===== config.mk =====
export PLATFORM = sky130hd
export DESIGN_NAME = ddr3_dfi_seq
export DESIGN_NICKNAME = d
export VERILOG_FILES = /design/src/design/ddr3_seq_pkg.sv /design/src/design/ddr3_cmd_timer.sv /design/src/design/ddr3_cmd_issue.sv /design/src/design/ddr3_wr_fifo.sv /design/src/design/ddr3_wr_path.sv /design/src/design/ddr3_rd_path.sv /design/src/design/ddr3_dfi_seq.sv
export VERILOG_INCLUDE_DIRS = /design/src /design/src/design
export SDC_FILE = /design/constraint.sdc
export NUM_CORES = 1
export LEC_CHECK = 0
export BUFFER_PORTS_ARGS = -buffer_cell sky130_fd_sc_hd__buf_4
export CAP_MARGIN = 20
export CORE_ASPECT_RATIO = 1.5
export CORE_MARGIN = 1
export CORE_UTILIZATION = 52
export CTS_CLUSTER_SIZE = 40
export DETAILED_ROUTE_END_ITERATION = 10
export PLACE_DENSITY = 0.83
export SYNTH_ARGS = -nofsm -noshare
export SYNTH_HDL_FRONTEND = slang
export SYNTH_SLANG_ARGS = --single-unit

===== constraint.sdc =====
create_clock -name clk_i -period 8.4 [get_ports clk_i]
set_input_delay 0.84 -clock clk_i [delete_from_list [all_inputs] [get_ports clk_i]]
set_output_delay 0.84 -clock clk_i [all_outputs]
set_load 0.01 [all_outputs]

===== src/design/ddr3_seq_defines.svh =====
`ifndef DDR3_SEQ_DEFINES_SVH
`define DDR3_SEQ_DEFINES_SVH

// ----------------------------------------
// Clock and PHY latencies
// ----------------------------------------
`define DDR_MHZ             50
`define DDR_CYCLE_NS        (1000 / `DDR_MHZ)
`define DDR_WRITE_LATENCY   6
`define DDR_READ_LATENCY    5
`define DDR_PHY_WRLAT       (`DDR_WRITE_LATENCY - 1)
`define DDR_PHY_RDLAT       (`DDR_READ_LATENCY - 1)
`define DDR_BURST_LEN       4

// ----------------------------------------
// Widths
// ----------------------------------------
`define DDR_ROW_W           15
`define DDR_BANK_W          3
`define DDR_DATA_W          32
`define DDR_DQM_W           4
`define DDR_LINE_W          (`DDR_DATA_W * `DDR_BURST_LEN)
`define DDR_LINE_MASK_W     (`DDR_DQM_W * `DDR_BURST_LEN)

// ----------------------------------------
// Command spacing in clock cycles
// ----------------------------------------
// Nanosecond limits rounded up to whole cycles
`define DDR_TRCD_CYCLES     ((15 + `DDR_CYCLE_NS - 1) / `DDR_CYCLE_NS)
`define DDR_TRP_CYCLES      ((15 + `DDR_CYCLE_NS - 1) / `DDR_CYCLE_NS)
`define DDR_TRFC_CYCLES     ((260 + `DDR_CYCLE_NS - 1) / `DDR_CYCLE_NS)
`define DDR_TWTR_CYCLES     6
// Read/write to any following command
`define DDR_RW_CYCLES       (`DDR_WRITE_LATENCY + `DDR_BURST_LEN + `DDR_TWTR_CYCLES)
`define DDR_DELAY_W         6
`define DDR_WR_FIFO_DEPTH   4

`endif


===== src/design/ddr3_seq_pkg.sv =====
`include "ddr3_seq_defines.svh"

package ddr3_seq_pkg;

    // Command code on {cs_n, ras_n, cas_n, we_n}
    typedef enum logic [3:0]
    {
        CMD_LOAD_MODE = 4'b0000,
        CMD_REFRESH   = 4'b0001,
        CMD_PRECHARGE = 4'b0010,
        CMD_ACTIVE    = 4'b0011,
        CMD_WRITE     = 4'b0100,
        CMD_READ      = 4'b0101,
        CMD_ZQCL      = 4'b0110,
        CMD_NOP       = 4'b0111
    } ddr_cmd_t;

    // One write line, mask above data
    typedef struct packed
    {
        logic [`DDR_LINE_MASK_W-1:0] mask;
        logic [`DDR_LINE_W-1:0]      data;
    } ddr_wr_line_t;

endpackage


===== src/design/ddr3_cmd_timer.sv =====
`timescale 1ns/1ps
`include "ddr3_seq_defines.svh"

module ddr3_cmd_timer
    import ddr3_seq_pkg::*;
(
    input  logic     clk_i,
    input  logic     rst_i,
    input  ddr_cmd_t command_i,
    output logic     accept_o,
    output logic     wr_fire_o,
    output logic     rd_fire_o
);

    localparam int DELAY_W = `DDR_DELAY_W;

    logic [DELAY_W-1:0] delay_q;
    logic [DELAY_W-1:0] delay_d;

    // ----------------------------------------
    // Spacing counter
    // ----------------------------------------
    always_comb
    begin
        delay_d = delay_q;
        if (delay_q == '0)
        begin
            // Idle, so the command is taken now
            case (command_i)
                CMD_ACTIVE:    delay_d = DELAY_W'(`DDR_TRCD_CYCLES);
                CMD_PRECHARGE: delay_d = DELAY_W'(`DDR_TRP_CYCLES);
                CMD_REFRESH:   delay_d = DELAY_W'(`DDR_TRFC_CYCLES);
                CMD_READ,
                CMD_WRITE:     delay_d = DELAY_W'(`DDR_RW_CYCLES);
                // LOAD_MODE, ZQCL and NOP need no gap
                default:       delay_d = '0;
            endcase
        end
        else
        begin
            delay_d = delay_q - 1'b1;
        end
    end

    always_ff @(posedge clk_i)
    begin
        if (rst_i)
        begin
            delay_q <= '0;
        end
        else
        begin
            delay_q <= delay_d;
        end
    end

    // ----------------------------------------
    // Handshake and strobes
    // ----------------------------------------
    // NOP never waits
    assign accept_o  = (delay_q == '0) || (command_i == CMD_NOP);

    // Accepted bursts start the data paths
    assign wr_fire_o = accept_o && (command_i == CMD_WRITE);
    assign rd_fire_o = accept_o && (command_i == CMD_READ);

endmodule


===== src/design/ddr3_cmd_issue.sv =====
`timescale 1ns/1ps
`include "ddr3_seq_defines.svh"

module ddr3_cmd_issue
    import ddr3_seq_pkg::*;
(
    input  logic                   clk_i,
    input  logic                   rst_i,
    input  logic                   accept_i,
    input  ddr_cmd_t               command_i,
    input  logic [`DDR_ROW_W-1:0]  address_i,
    input  logic [`DDR_BANK_W-1:0] bank_i,
    input  logic                   cke_i,
    output logic [`DDR_ROW_W-1:0]  dfi_address_o,
    output logic [`DDR_BANK_W-1:0] dfi_bank_o,
    output logic                   dfi_cs_n_o,
    output logic                   dfi_ras_n_o,
    output logic                   dfi_cas_n_o,
    output logic                   dfi_we_n_o,
    output logic                   dfi_cke_o
);

    ddr_cmd_t command_q;

    // One cycle on the pins per accepted command
    always_ff @(posedge clk_i)
    begin
        if (rst_i || !accept_i)
        begin
            command_q     <= CMD_NOP;
            dfi_address_o <= '0;
            dfi_bank_o    <= '0;
        end
        else
        begin
            command_q     <= command_i;
            dfi_address_o <= address_i;
            dfi_bank_o    <= bank_i;
        end
    end

    // CKE is not tied to the handshake
    always_ff @(posedge clk_i)
    begin
        if (rst_i)
        begin
            dfi_cke_o <= 1'b0;
        end
        else
        begin
            dfi_cke_o <= cke_i;
        end
    end

    // Split code onto the control pins
    assign {dfi_cs_n_o, dfi_ras_n_o, dfi_cas_n_o, dfi_we_n_o} = command_q;

endmodule


===== src/design/ddr3_wr_fifo.sv =====
`timescale 1ns/1ps
`include "ddr3_seq_defines.svh"

module ddr3_wr_fifo
    import ddr3_seq_pkg::*;
#(
    parameter int DEPTH = `DDR_WR_FIFO_DEPTH
)
(
    input  logic         clk_i,
    input  logic         rst_i,
    input  logic         push_i,
    input  ddr_wr_line_t data_i,
    input  logic         pop_i,
    output ddr_wr_line_t data_o
);

    localparam int ADDR_W = $clog2(DEPTH);
    localparam int CNT_W  = ADDR_W + 1;

    ddr_wr_line_t      mem [DEPTH];
    logic [ADDR_W-1:0] wr_ptr_q;
    logic [ADDR_W-1:0] rd_ptr_q;
    logic [CNT_W-1:0]  count_q;
    logic              push_ok;
    logic              pop_ok;

    // Guard against stray strobes at the edges
    assign push_ok = push_i && (count_q != CNT_W'(DEPTH));
    assign pop_ok  = pop_i && (count_q != '0);

    // Storage
    always_ff @(posedge clk_i)
    begin
        if (push_ok)
        begin
            mem[wr_ptr_q] <= data_i;
        end
    end

    // Pointers wrap at the power-of-two depth
    always_ff @(posedge clk_i)
    begin
        if (rst_i)
        begin
            wr_ptr_q <= '0;
            rd_ptr_q <= '0;
            count_q  <= '0;
        end
        else
        begin
            wr_ptr_q <= wr_ptr_q + ADDR_W'(push_ok);
            rd_ptr_q <= rd_ptr_q + ADDR_W'(pop_ok);
            count_q  <= count_q + CNT_W'(push_ok) - CNT_W'(pop_ok);
        end
    end

    // Oldest line always visible
    assign data_o = mem[rd_ptr_q];

endmodule


===== src/design/ddr3_wr_path.sv =====
`timescale 1ns/1ps
`include "ddr3_seq_defines.svh"

module ddr3_wr_path
    import ddr3_seq_pkg::*;
(
    input  logic                        clk_i,
    input  logic                        rst_i,
    input  logic                        wr_fire_i,
    input  logic [`DDR_LINE_W-1:0]      wrdata_i,
    input  logic [`DDR_LINE_MASK_W-1:0] wrdata_mask_i,
    output logic [`DDR_DATA_W-1:0]      dfi_wrdata_o,
    output logic [`DDR_DQM_W-1:0]       dfi_wrdata_mask_o,
    output logic                        dfi_wrdata_en_o
);

    localparam int WRLAT      = `DDR_PHY_WRLAT;
    localparam int BURST      = `DDR_BURST_LEN;
    localparam int WR_SHIFT_W = WRLAT + BURST;

    ddr_wr_line_t          push_line;
    ddr_wr_line_t          head_line;
    logic [WR_SHIFT_W-1:0] wr_en_q;
    logic                  beat_en;
    logic [1:0]            beat_idx_q;
    logic                  pop;

    // ----------------------------------------
    // Line buffer
    // ----------------------------------------
    assign push_line = '{mask: wrdata_mask_i, data: wrdata_i};

    ddr3_wr_fifo #(
        .DEPTH  (`DDR_WR_FIFO_DEPTH)
    ) u_fifo (
        .clk_i  (clk_i),
        .rst_i  (rst_i),
        .push_i (wr_fire_i),
        .data_i (push_line),
        .pop_i  (pop),
        .data_o (head_line)
    );

    // ----------------------------------------
    // Beat enable
    // ----------------------------------------
    // Four ones enter at the top, bit 0 rises WRLAT edges later
    always_ff @(posedge clk_i)
    begin
        if (rst_i)
        begin
            wr_en_q <= '0;
        end
        else if (wr_fire_i)
        begin
            wr_en_q <= {{BURST{1'b1}}, wr_en_q[WRLAT:1]};
        end
        else
        begin
            wr_en_q <= {1'b0, wr_en_q[WR_SHIFT_W-1:1]};
        end
    end

    assign beat_en = wr_en_q[0];
    // Line done after its top word
    assign pop     = beat_en && (beat_idx_q == 2'd3);

    // ----------------------------------------
    // Serializer
    // ----------------------------------------
    always_ff @(posedge clk_i)
    begin
        if (rst_i)
        begin
            dfi_wrdata_o      <= '0;
            dfi_wrdata_mask_o <= '0;
            dfi_wrdata_en_o   <= 1'b0;
            beat_idx_q        <= '0;
        end
        else
        begin
            dfi_wrdata_en_o <= beat_en;
            if (beat_en)
            begin
                // Lowest word first
                dfi_wrdata_o      <= head_line.data[beat_idx_q * `DDR_DATA_W +: `DDR_DATA_W];
                dfi_wrdata_mask_o <= head_line.mask[beat_idx_q * `DDR_DQM_W +: `DDR_DQM_W];
                beat_idx_q        <= beat_idx_q + 2'd1;
            end
            else
            begin
                // Quiet bus between bursts
                dfi_wrdata_o      <= '0;
                dfi_wrdata_mask_o <= '0;
            end
        end
    end

endmodule


===== src/design/ddr3_rd_path.sv =====
`timescale 1ns/1ps
`include "ddr3_seq_defines.svh"

module ddr3_rd_path
(
    input  logic                   clk_i,
    input  logic                   rst_i,
    input  logic                   rd_fire_i,
    input  logic [`DDR_DATA_W-1:0] dfi_rddata_i,
    input  logic                   dfi_rddata_valid_i,
    output logic                   dfi_rddata_en_o,
    output logic [`DDR_LINE_W-1:0] rddata_o,
    output logic                   rddata_valid_o
);

    localparam int RDLAT      = `DDR_PHY_RDLAT;
    localparam int BURST      = `DDR_BURST_LEN;
    localparam int RD_SHIFT_W = RDLAT + BURST;

    logic [RD_SHIFT_W-1:0] rd_en_q;
    logic [1:0]            beat_idx_q;

    // ----------------------------------------
    // Read enable
    // ----------------------------------------
    always_ff @(posedge clk_i)
    begin
        if (rst_i)
        begin
            rd_en_q         <= '0;
            dfi_rddata_en_o <= 1'b0;
        end
        else
        begin
            if (rd_fire_i)
            begin
                rd_en_q <= {{BURST{1'b1}}, rd_en_q[RDLAT:1]};
            end
            else
            begin
                rd_en_q <= {1'b0, rd_en_q[RD_SHIFT_W-1:1]};
            end
            // Extra flop keeps the PHY pin registered
            dfi_rddata_en_o <= rd_en_q[0];
        end
    end

    // ----------------------------------------
    // Beat gatherer
    // ----------------------------------------
    // New beats enter at the top, so the first ends lowest
    always_ff @(posedge clk_i)
    begin
        if (rst_i)
        begin
            rddata_o       <= '0;
            rddata_valid_o <= 1'b0;
            beat_idx_q     <= '0;
        end
        else
        begin
            rddata_valid_o <= dfi_rddata_valid_i && (beat_idx_q == 2'd3);
            if (dfi_rddata_valid_i)
            begin
                rddata_o   <= {dfi_rddata_i, rddata_o[`DDR_LINE_W-1:`DDR_DATA_W]};
                beat_idx_q <= beat_idx_q + 2'd1;
            end
        end
    end

endmodule


===== src/design/ddr3_dfi_seq.sv =====
`timescale 1ns/1ps
`include "ddr3_seq_defines.svh"

module ddr3_dfi_seq
    import ddr3_seq_pkg::*;
(
    input  logic                        clk_i,
    input  logic                        rst_i,
    // Requester side
    input  ddr_cmd_t                    command_i,
    input  logic [`DDR_ROW_W-1:0]       address_i,
    input  logic [`DDR_BANK_W-1:0]      bank_i,
    input  logic                        cke_i,
    input  logic [`DDR_LINE_W-1:0]      wrdata_i,
    input  logic [`DDR_LINE_MASK_W-1:0] wrdata_mask_i,
    output logic                        accept_o,
    output logic [`DDR_LINE_W-1:0]      rddata_o,
    output logic                        rddata_valid_o,
    // PHY side
    output logic [`DDR_ROW_W-1:0]       dfi_address_o,
    output logic [`DDR_BANK_W-1:0]      dfi_bank_o,
    output logic                        dfi_cs_n_o,
    output logic                        dfi_ras_n_o,
    output logic                        dfi_cas_n_o,
    output logic                        dfi_we_n_o,
    output logic                        dfi_cke_o,
    output logic [`DDR_DATA_W-1:0]      dfi_wrdata_o,
    output logic [`DDR_DQM_W-1:0]       dfi_wrdata_mask_o,
    output logic                        dfi_wrdata_en_o,
    output logic                        dfi_rddata_en_o,
    input  logic [`DDR_DATA_W-1:0]      dfi_rddata_i,
    input  logic                        dfi_rddata_valid_i
);

    logic wr_fire;
    logic rd_fire;

    // Spacing and strobes
    ddr3_cmd_timer u_timer (
        .clk_i     (clk_i),
        .rst_i     (rst_i),
        .command_i (command_i),
        .accept_o  (accept_o),
        .wr_fire_o (wr_fire),
        .rd_fire_o (rd_fire)
    );

    // Command pins
    ddr3_cmd_issue u_issue (
        .clk_i         (clk_i),
        .rst_i         (rst_i),
        .accept_i      (accept_o),
        .command_i     (command_i),
        .address_i     (address_i),
        .bank_i        (bank_i),
        .cke_i         (cke_i),
        .dfi_address_o (dfi_address_o),
        .dfi_bank_o    (dfi_bank_o),
        .dfi_cs_n_o    (dfi_cs_n_o),
        .dfi_ras_n_o   (dfi_ras_n_o),
        .dfi_cas_n_o   (dfi_cas_n_o),
        .dfi_we_n_o    (dfi_we_n_o),
        .dfi_cke_o     (dfi_cke_o)
    );

    // Write data
    ddr3_wr_path u_wr (
        .clk_i             (clk_i),
        .rst_i             (rst_i),
        .wr_fire_i         (wr_fire),
        .wrdata_i          (wrdata_i),
        .wrdata_mask_i     (wrdata_mask_i),
        .dfi_wrdata_o      (dfi_wrdata_o),
        .dfi_wrdata_mask_o (dfi_wrdata_mask_o),
        .dfi_wrdata_en_o   (dfi_wrdata_en_o)
    );

    // Read data
    ddr3_rd_path u_rd (
        .clk_i              (clk_i),
        .rst_i              (rst_i),
        .rd_fire_i          (rd_fire),
        .dfi_rddata_i       (dfi_rddata_i),
        .dfi_rddata_valid_i (dfi_rddata_valid_i),
        .dfi_rddata_en_o    (dfi_rddata_en_o),
        .rddata_o           (rddata_o),
        .rddata_valid_o     (rddata_valid_o)
    );

endmodule


==> reports/qor.csv <==
metric,value,unit
Final Hold Vio Count,0,
"Clk Latency, worst-skew pair",600,ps
share of cells above drive strength 1,0.252,
dpl hpwl,38.4,mm
htree depth,3,
Post-CTS Resized,0,
skew final,20.8,ps
Die Y,292,um
Mapped Area,29200,um2
gpl congestion,0.787,
total gr overflow,0,
post-synthesis mux area share,0.145,
xor-xnor portion of the synthesized cell area,0.00270,
minimum hold slack,426,ps
chip width,196,um
IO Pins,393,
Max clock buf depth,3,
first-pass GRT wire length,98.8,mm
initial antenna violation count,11,
CP startpoint kind,flop,
P&R area growth vs syn,21.2,%
FP Rows,106,
Leakage,12.6,nW
DRC,0,
final setup fails,0,
Final period util,0.488,
pin count of the biggest net entering global routing,158,
Slew Limit Fails,0,
max_cap viols,0,
vias in the first global route,17600,
Total Nets Final,2380,
Post-CTS Repair Setup Buffers,0,
"Top FF cell, synth",edfxtp_1,
1st-iter DRT viols,970,
ANT nets after route,0,
Slew headroom,0.234,
Vias/cell,5.62,
fmax,244,MHz
TritonCTS clock tree,done,
"area leader, netlist",edfxtp_1,
most numerous cell in the Yosys netlist,edfxtp_1,
worst-path fanout max,63,
Avg Inst Size Synth,16.3,um2
Critical Path End Type,flop,
Hold Crit Class,flop to flop,
die area,57200,um2
Via Count,16500,
run status,finished clean,
Crit path required time,8610,ps
Syn Nets,2001,
routed wire length,65.2,mm
drt pass-1 iters,5,
Initial Utilization,0.526,
yosys warns,0,
core footprint,55600,um2
largest cells by area after synthesis,"edfxtp_1 59%, dfxtp_1 15%, mux2i_1 13%, a22oi_1 2.8%, nor2_1 1.8%",
Tot GR Track Use,0.228,
synth cell count leaders,"576 x edfxtp_1, 382 x mux2i_1, 224 x dfxtp_1",
measured slew at the worst slew-check pin,1150,ps
clock sinks,800,
Synth cell types,41,
main combinational cell family by area after synthesis,multiplexers,
Worst Setup Path Type,flop to flop,
Root Buffer,clkbuf_16,
unrepaired setup endpoints after global routing,no,
"Seq/Total Area, Yosys",0.745,
Buffers on Ports,392,
# hold bufs at CTS,0,
Post-synth ARST share,0,
worst vdd ir,210,uV
simple-gate share of the synthesized area,0.0399,
Power Dens Cells,234,nW/um2
"EDFF count, synth",576,
Yosys top cell area share,0.592,
#FFs+latches synth,800,
WL/cell,22.2,um
WP data arrival,4310,ps
Synth Area in Compound Gates,0.0471,
fraction of the mapped netlist area in adder cells,0.00368,
min cycle time layout,4100,ps
final setup TNS,0,ps
Worst-path clk slew,60,ps
Synth Instances,1791,
CTS buffer count,73,
[stage by stage]
step / cells / instance area, um2 / setup slack (ps) / total power [mW] / utilization
2_1_floorplan: 1791 / 29200 / 464 / 4.65 / -
3_3_place_gp: 2797 / 32800 / 4350 / 4.83 / 0.591
3_5_place_dp: 2797 / 32800 / 4270 / 4.85 / 0.591
4_1_cts: 2930 / 35400 / 4250 / 8.34 / 0.637
5_1_grt: 2936 / 35400 / 4020 / 8.52 / 0.637
6_report: 2937 / 35400 / 4300 / 8.27 / 0.637
[layout by cell type, fill, tap and decap left out, types with 2 or more instances in the layout]
cell        instances
clkinv_1            9
a221oi_1           18
o22ai_1            18
ha_1                7
mux4_2             18
clkinvlp_4          2
nor2b_1            15
clkinv_4            5
edfxtp_1          576
nor2_1            143
mux2i_1           382
buf_4             403
xnor2_1             7
or3_2               3
clkbuf_1            6
diode_2             7
inv_1              14
and2_1             19
xor2_1              2
nor3_1              6
o31ai_1             2
nor2b_4             2
dfxtp_1           223
a22oi_1           108
o21ai_0            43
bufinv_16          13
nand4b_1            3
inv_6               6
clkbuf_16          75
and3b_4             2
buf_12              4
nand2_1            58
clkbuf_8            4
clkinv_2           12
[worst max-delay path: stages, from the launching register on]
cell       delay [ps]
dfxtp_1           330
inv_1              60
ha_1              170
or3b_4            410
or3_1             500
a2111oi_4         560
and3_4            920
buf_4             710
[cell type report]
| class | count | area, um2 |
|---|---|---|
| Clock inverter | 48 | 612 |
| Tap cell | 702 | 878 |
| Inverter | 14 | 52.6 |
| Clock buffer | 85 | 1950 |
| Antenna cell | 7 | 17.5 |
| Timing Repair Buffer | 408 | 3120 |
| Sequential cell | 800 | 21800 |
| Multi-Input combinational cell | 873 | 7000 |
| Fill cell | 3837 | 20200 |
[registers in the layout (all words and copies together), names as in the netlist, 2 cells and up]
register                cells
u_wr.u_fifo.wr_ptr_q        2
u_wr.u_fifo.count_q         3
u_rd.rddata_o             128
u_rd.beat_idx_q             2
u_wr.u_fifo.mem           576
u_issue.dfi_bank_o          3
u_issue.dfi_address_o      15
u_issue.command_q           4
u_timer.delay_q             6
u_wr.dfi_wrdata_mask_o      4
u_wr.dfi_wrdata_o          32
u_rd.rd_en_q                8
u_wr.beat_idx_q             2
u_wr.wr_en_q                9
u_wr.u_fifo.rd_ptr_q        2
[power breakdown]
group	internal (mW)	total, mW	leakage (nW)	switching [mW]
clock	2.08	3.50	1.26	1.42
combinational	0.200	0.418	4.38	0.218
sequential	4.31	4.35	7.00	0.0417
total	6.59	8.27	12.6	1.68
[final timing paths]
path	start	to	slack, ps	cells after the start
hold reg to reg	u_rd.rd_en_q[3]	u_rd.rd_en_q[2]	430	1
setup / recovery	u_timer.delay_q[0]	u_wr.u_fifo.mem[3][10]	4300	7
setup reg to reg	u_timer.delay_q[0]	u_wr.u_fifo.mem[3][10]	4300	7
hold / removal	u_rd.rd_en_q[3]	u_rd.rd_en_q[2]	430	1
[per-layer routing]
layer | GRT usage | share of wire | up-vias
li1 | - | - | 7551
met1 | 0.254 | 0.36 | 8171
met2 | 0.418 | 0.54 | 639
met3 | 0.0472 | 0.071 | 126
met4 | 0.0970 | 0.029 | 8
met5 | 0 | 0.00080 | -
[cells by family after synthesis]
kind of cell | count (synthesis)
and+or+nand+nor | 262
DFF | 800
muxes | 400
adders and majority gates | 8
AOI/OAI and AO/OA | 194
buffers and inverters | 118
xor gates and xnor gates | 9
Power figures use the tool's default switching activity.
